[config.mk]
export PLATFORM = sky130hd
export DESIGN_NAME = temporal_buffer
export DESIGN_NICKNAME = d
export VERILOG_FILES = /design/src/sat_pkg.sv /design/src/temporal_buffer.sv
export VERILOG_INCLUDE_DIRS = /design/src /design/src/src
export SDC_FILE = /design/constraint.sdc
export NUM_CORES = 2
export LEC_CHECK = 0
export ABC_AREA = 0
export ABC_CLOCK_PERIOD_IN_PS = 117400
export BUFFER_PORTS_ARGS = -buffer_cell sky130_fd_sc_hd__buf_2
export CAP_MARGIN = 20
export CORE_AREA = 4 4 566 568
export CTS_BUF_LIST = sky130_fd_sc_hd__clkbuf_4 sky130_fd_sc_hd__clkbuf_8 sky130_fd_sc_hd__clkbuf_16
export DETAILED_ROUTE_END_ITERATION = 8
export DIE_AREA = 0 0 570 572
export PLACE_DENSITY = 0.52
export SYNTH_ARGS = -nofsm -noshare
export SYNTH_HDL_FRONTEND = slang
export SYNTH_SLANG_ARGS = --single-unit
[constraint.sdc]
create_clock -name clk -period 117.4 [get_ports clk]
set_input_delay 17.61 -clock clk [delete_from_list [all_inputs] [get_ports clk]]
set_output_delay 17.61 -clock clk [all_outputs]
set_load 0.01 [all_outputs]
[src/sat_consts.svh]
// clause geometry constants
`ifndef SAT_CONSTS_SVH
`define SAT_CONSTS_SVH

// literals per clause
// the temporal buffer keeps one slot per literal position
`define NSAT 3

// variable address width, address 0 means no literal
`define LIT_ADDR_W 11

// clause entries kept per variable in the table
`define MAX_CLAUSES_PER_VAR 20

// width of a temporal buffer slot index
`define NSAT_BITS 2

// depth of the assignment store and the clause table
`define NUM_VARS (1 << `LIT_ADDR_W)

`endif

[src/sat_pkg.sv]
// literal and clause types
`default_nettype none

`include "sat_consts.svh"

package sat_pkg;

    // one literal, negate bit above the variable address
    // address 0 marks an unused literal
    typedef struct packed {
        logic                   negate;
        logic [`LIT_ADDR_W-1:0] addr;
    } literal_t;

    // storage layout of a clause
    // the flipped variable's own literal sits in the low field
    typedef struct packed {
        literal_t [`NSAT-2:0] others;
        literal_t             flipped;
    } clause_split_t;

    // one clause word, 36 bits at default geometry
    // lits for evaluation, split for storage
    typedef union packed {
        literal_t [`NSAT-1:0] lits;
        clause_split_t        split;
    } clause_u;

    // all clauses of one variable, contents of one slot
    typedef clause_u [`MAX_CLAUSES_PER_VAR-1:0] clause_set_t;

    // temporal buffer slot index
    typedef logic [`NSAT_BITS-1:0] slot_idx_t;

endpackage

`default_nettype wire

[src/temporal_buffer.sv]
// rotating clause set buffer
`default_nettype none

`include "sat_consts.svh"

module temporal_buffer (
    input  wire                  clk,
    input  wire                  reset_i,
    input  wire                  write_en_i,
    input  sat_pkg::slot_idx_t   write_index_i,
    input  sat_pkg::clause_set_t set_i,
    input  wire                  read_en_i,
    input  sat_pkg::slot_idx_t   read_index_i,
    output sat_pkg::clause_set_t set_o,
    output logic                 read_valid_o
);

    // one clause set per recent flip
    sat_pkg::clause_set_t slots [`NSAT];

    logic write_ok;
    logic read_ok;

    // slot index may exceed the slot count
    assign write_ok = write_en_i && (write_index_i < `NSAT);
    assign read_ok  = (read_index_i < `NSAT);

    // write goes clause by clause through the split view
    // flipped literal and the other literals land separately
    always_ff @(posedge clk) begin
        if (reset_i) begin
            for (int s = 0; s < `NSAT; s++) begin
                slots[s] <= '0;
            end
        end else if (write_ok) begin
            for (int c = 0; c < `MAX_CLAUSES_PER_VAR; c++) begin
                slots[write_index_i][c].split.flipped <= set_i[c].split.flipped;
                slots[write_index_i][c].split.others  <= set_i[c].split.others;
            end
        end
    end

    // read registers the slot as a whole
    // same-edge write to that slot is not yet visible
    always_ff @(posedge clk) begin
        if (read_en_i) begin
            if (read_ok) begin
                set_o <= slots[read_index_i];
            end else begin
                // unknown slot reads as empty
                set_o <= '0;
            end
        end
    end

    // valid follows the read strobe by one cycle
    always_ff @(posedge clk) begin
        if (reset_i) begin
            read_valid_o <= 1'b0;
        end else begin
            read_valid_o <= read_en_i;
        end
    end

endmodule

`default_nettype wire
==> impl_metrics.env <==
export IMPL_outcome="completed"
export IMPL_core_area_sq_mm=0.315
export IMPL_postCtsSetupBuffers=0
export IMPL_fillers=28359
export IMPL_crit_path_top_delay_cell="o21bai_4"
export IMPL_post_synth_top_count_cell="edfxtp_1"
export IMPL_synth_cell_area_sq_mm=0.118
export IMPL_rsz0062_at_grt="false"
export IMPL_cp_start_kind="input pin"
export IMPL_grt_overflow_total=0
export IMPL_crit_path_end_kind="register"
export IMPL_cts_tree="done"
export IMPL_insertion_delay_ns=0.91
export IMPL_p_switching_uw=589
export IMPL_grt_pass1_vias=72558
export IMPL_dp_hpwl_microns=233000
export IMPL_max_cap_violations=0
export IMPL_fin_area_sq_mm=0.138
export IMPL_setup_worst_path_class="input pin to register"
export IMPL_drive_gt1_share_pct=23.3
export IMPL_hold_viol=0
export IMPL_fp_dieH_microns=572
export IMPL_syn_inst=7850
export IMPL_worst_pin_slew_ns=1.19
export IMPL_io_buffers=1448
export IMPL_num_rows=206
export IMPL_slew_headroom_pct=20.6
export IMPL_io_pins=1449
export IMPL_finalWeightedCongestion=0.824
export IMPL_ys_flop_type="edfxtp_1"
export IMPL_cp_endpoint="slots[1][140]$_SDFFCE_PN0P_"
export IMPL_r2r_cells=2
export IMPL_cp_arrival_ns=24.10
export IMPL_synth_top_cells_by_count="edfxtp_1 (2880), nor2_1 (2160), mux2i_1 (720), nand3b_1 (720), o2bb2ai_1 (620)"
export IMPL_fmax_ghz=0.0424
export IMPL_start_util_pct=37.4
export IMPL_peakVddDrop_mv=0.0115
export IMPL_cts_max_path_buffers=4
export IMPL_avgSynthCellArea_sq_um=15.0
export IMPL_netlist_area_leader_share_pct=73.6
export IMPL_cts_hold_buf=0
export IMPL_postPlaceCellArea_sq_mm=0.128
export IMPL_power_share_switching_pct=24.2
export IMPL_synth_area_leaders="edfxtp_1 (74%), nor2_1 (6.9%), mux2i_1 (6.1%), o2bb2ai_1 (4.6%), nand3b_1 (4.6%)"
export IMPL_wire_per_inst_microns=28.2
export IMPL_whs_path_depth=1
export IMPL_worst_path_buf_inv=8
export IMPL_drt_wl_total_microns=382000
export IMPL_via_per_inst=5.38
export IMPL_timing_rr_start="slots[2][609]$_SDFFCE_PN0P_"
export IMPL_seqPwrFrac_pct=51.2
export IMPL_power_static_leakage_nw=50.0
export IMPL_cts_max_level=5
export IMPL_syn_nets=8578
export IMPL_slowest_delay_ns=0.88
export IMPL_drt_iter0_markers=6384
export IMPL_r2r_end="set_o[609]$_SDFFCE_PP0P_"
export IMPL_critPathTopFamily="buffers and inverters"
export IMPL_register_area_sq_mm=0.0865
export IMPL_path_clk_slew_ns=0.06
export IMPL_drc_errors=0
export IMPL_grt_usage_pct=22.3
export IMPL_p_int_mw=1.85
export IMPL_dieWidth_microns=570
export IMPL_yosysWarnings=0
export IMPL_worstPathRequired_ns=117.91
export IMPL_ys_types=20
export IMPL_cp_depth=10
export IMPL_cts_root_buf="clkbuf_16"
export IMPL_dr_total_vias=72913
export IMPL_r2r_slack_ns=116.12
export IMPL_cp_max_fo=62
export IMPL_setup_violations=0
export IMPL_holdWs_ns=0.500
export IMPL_clkPwrFrac_pct=40.6
export IMPL_yosysSeqAreaShare_pct=73.6
export IMPL_power_mw=2.43
export IMPL_area_growth_pct=17.8
export IMPL_multi_input_area_sq_mm=0.0278
export IMPL_antenna_found_initial=51
export IMPL_fin_skew_ns=0.0613
export IMPL_comb_power_share_pct=8.1
export IMPL_crit_chain="buf_2, nand2b_4, o21bai_4, buf_4, buf_16, buf_4, buf_4, buf_4, buf_4, buf_4"
export IMPL_numCtsBuffers=319
export IMPL_crit_start="write_index_i[1]"
export IMPL_drv_slew=0
export IMPL_die_area_sq_mm=0.326
export IMPL_grt_pass1_wl_microns=533000
export IMPL_setup_slack_ns=93.81
export IMPL_period_share_pct=20.1
export IMPL_tns_ns=0
export IMPL_yosys_area_top_type="edfxtp_1"
export IMPL_min_path_type="register to register"
export IMPL_dp_slack_ns=92.31
export IMPL_crit_path_frequent_cell="buf_4"
export IMPL_ys_ff_latch=2881
export IMPL_antenna_left=0
export IMPL_postSynth_asyncResetShare_pct=0
export IMPL_ctsResizeCount=0
export IMPL_clock_sinks=2881
export IMPL_grt_max_degree=196
export IMPL_nNetsFinal=9829
export IMPL_synth_edf_count=2880
export IMPL_finalCriticalPeriod_ns=23.59
export IMPL_dr_pass1_iters=5
export IMPL_p_per_area_mw_per_mm2=17.6
## final cells by class
type / instances / area share (%)
inverters: 1 / 0.00271
repair buffers: 1570 / 6.16
clock inverters: 197 / 1.33
clock buffers: 381 / 6.14
diodes: 31 / 0.0560
well taps: 4160 / 3.76
multi-input cells: 4328 / 20.1
flip-flops and latches: 2881 / 62.5
## state kept, by name, indices dropped and copies added (netlist names)
| signal | count |
|---|---|
| read_valid_o | 1 |
| set_o | 720 |
| slots | 2160 |
## worst min-delay path by stage
stage	startpoint	endpoint	slack, ns
finish	slots[1][279]$_SDFFCE_PN0P_	set_o[279]$_SDFFCE_PP0P_	0.50
global route	slots[1][279]$_SDFFCE_PN0P_	set_o[279]$_SDFFCE_PP0P_	0.52
detailed placement	slots[1][375]$_SDFFCE_PN0P_	set_o[375]$_SDFFCE_PP0P_	0.51
floorplan	slots[1][0]$_SDFFCE_PN0P_	set_o[0]$_SDFFCE_PP0P_	0.50
global placement	slots[1][106]$_SDFFCE_PN0P_	set_o[106]$_SDFFCE_PP0P_	0.50
CTS	slots[1][279]$_SDFFCE_PN0P_	set_o[279]$_SDFFCE_PP0P_	0.49
## worst reg2reg max path: stages (launching register included)
cell	delay [ns]
edfxtp_1	0.32
mux2i_1	0.06
o2bb2ai_1	0.61
## kinds of logic (layout without fill, tap and decap cells)
group / count (synthesis) / count (layout) / share of synthesized area [%]
mux: 720 / 720 / 6.13
simple gates: 2885 / 2885 / 11.5
buf+inv: 641 / 2149 / 2.84
compound gates: 723 / 723 / 5.92
other cells: 0 / 31 / 0
flops: 2881 / 2881 / 73.6
## stage by stage
stage | cells | util (%)
after floorplan | 7850 | -
after global placement | 12938 | 40.7
after detailed placement | 12938 | 40.7
after CTS | 13516 | 43.9
after global routing | 13537 | 44.0
final | 13549 | 44.0
## metal layers
| metal | vias to the layer above | share of wire, % | routed length [microns] | GRT usage [%] |
|---|---|---|---|---|
| met1 | 37580 | 41 | 156000 | 30.0 |
| met3 | 531 | 7.3 | 28100 | 3.95 |
| met4 | 14 | 3.9 | 15100 | 8.08 |
| met5 | - | 0.022 | 84 | 0 |
| li1 | 31746 | - | - | - |
| met2 | 3042 | 48 | 183000 | 36.5 |
## power by group through the flow
stage	Combinational [mW]	Sequential, mW	Clock (mW)
after floorplan	0.0946	1.32	0
after global placement	0.200	1.27	0
after detailed placement	0.201	1.27	0
after CTS	0.201	1.25	1.01
after global routing	0.211	1.25	1.05
final	0.198	1.25	0.989
## layout by cell type (no fill, tap or decap), drive strengths merged
cell	netlist	final
nand2b	2	2
mux2i	720	720
or2	1	1
o2bb2ai	720	720
clkinvlp	0	9
nand3b	720	720
buf	331	1570
edfxtp	2880	2880
diode	0	31
nor2	2160	2160
nor2b	2	2
inv	1	14
clkinv	0	154
clkbuf	309	381
dfxtp	1	1
o21bai	3	3
bufinv	0	21
No activity file was read; power rests on OpenSTA's default activity.
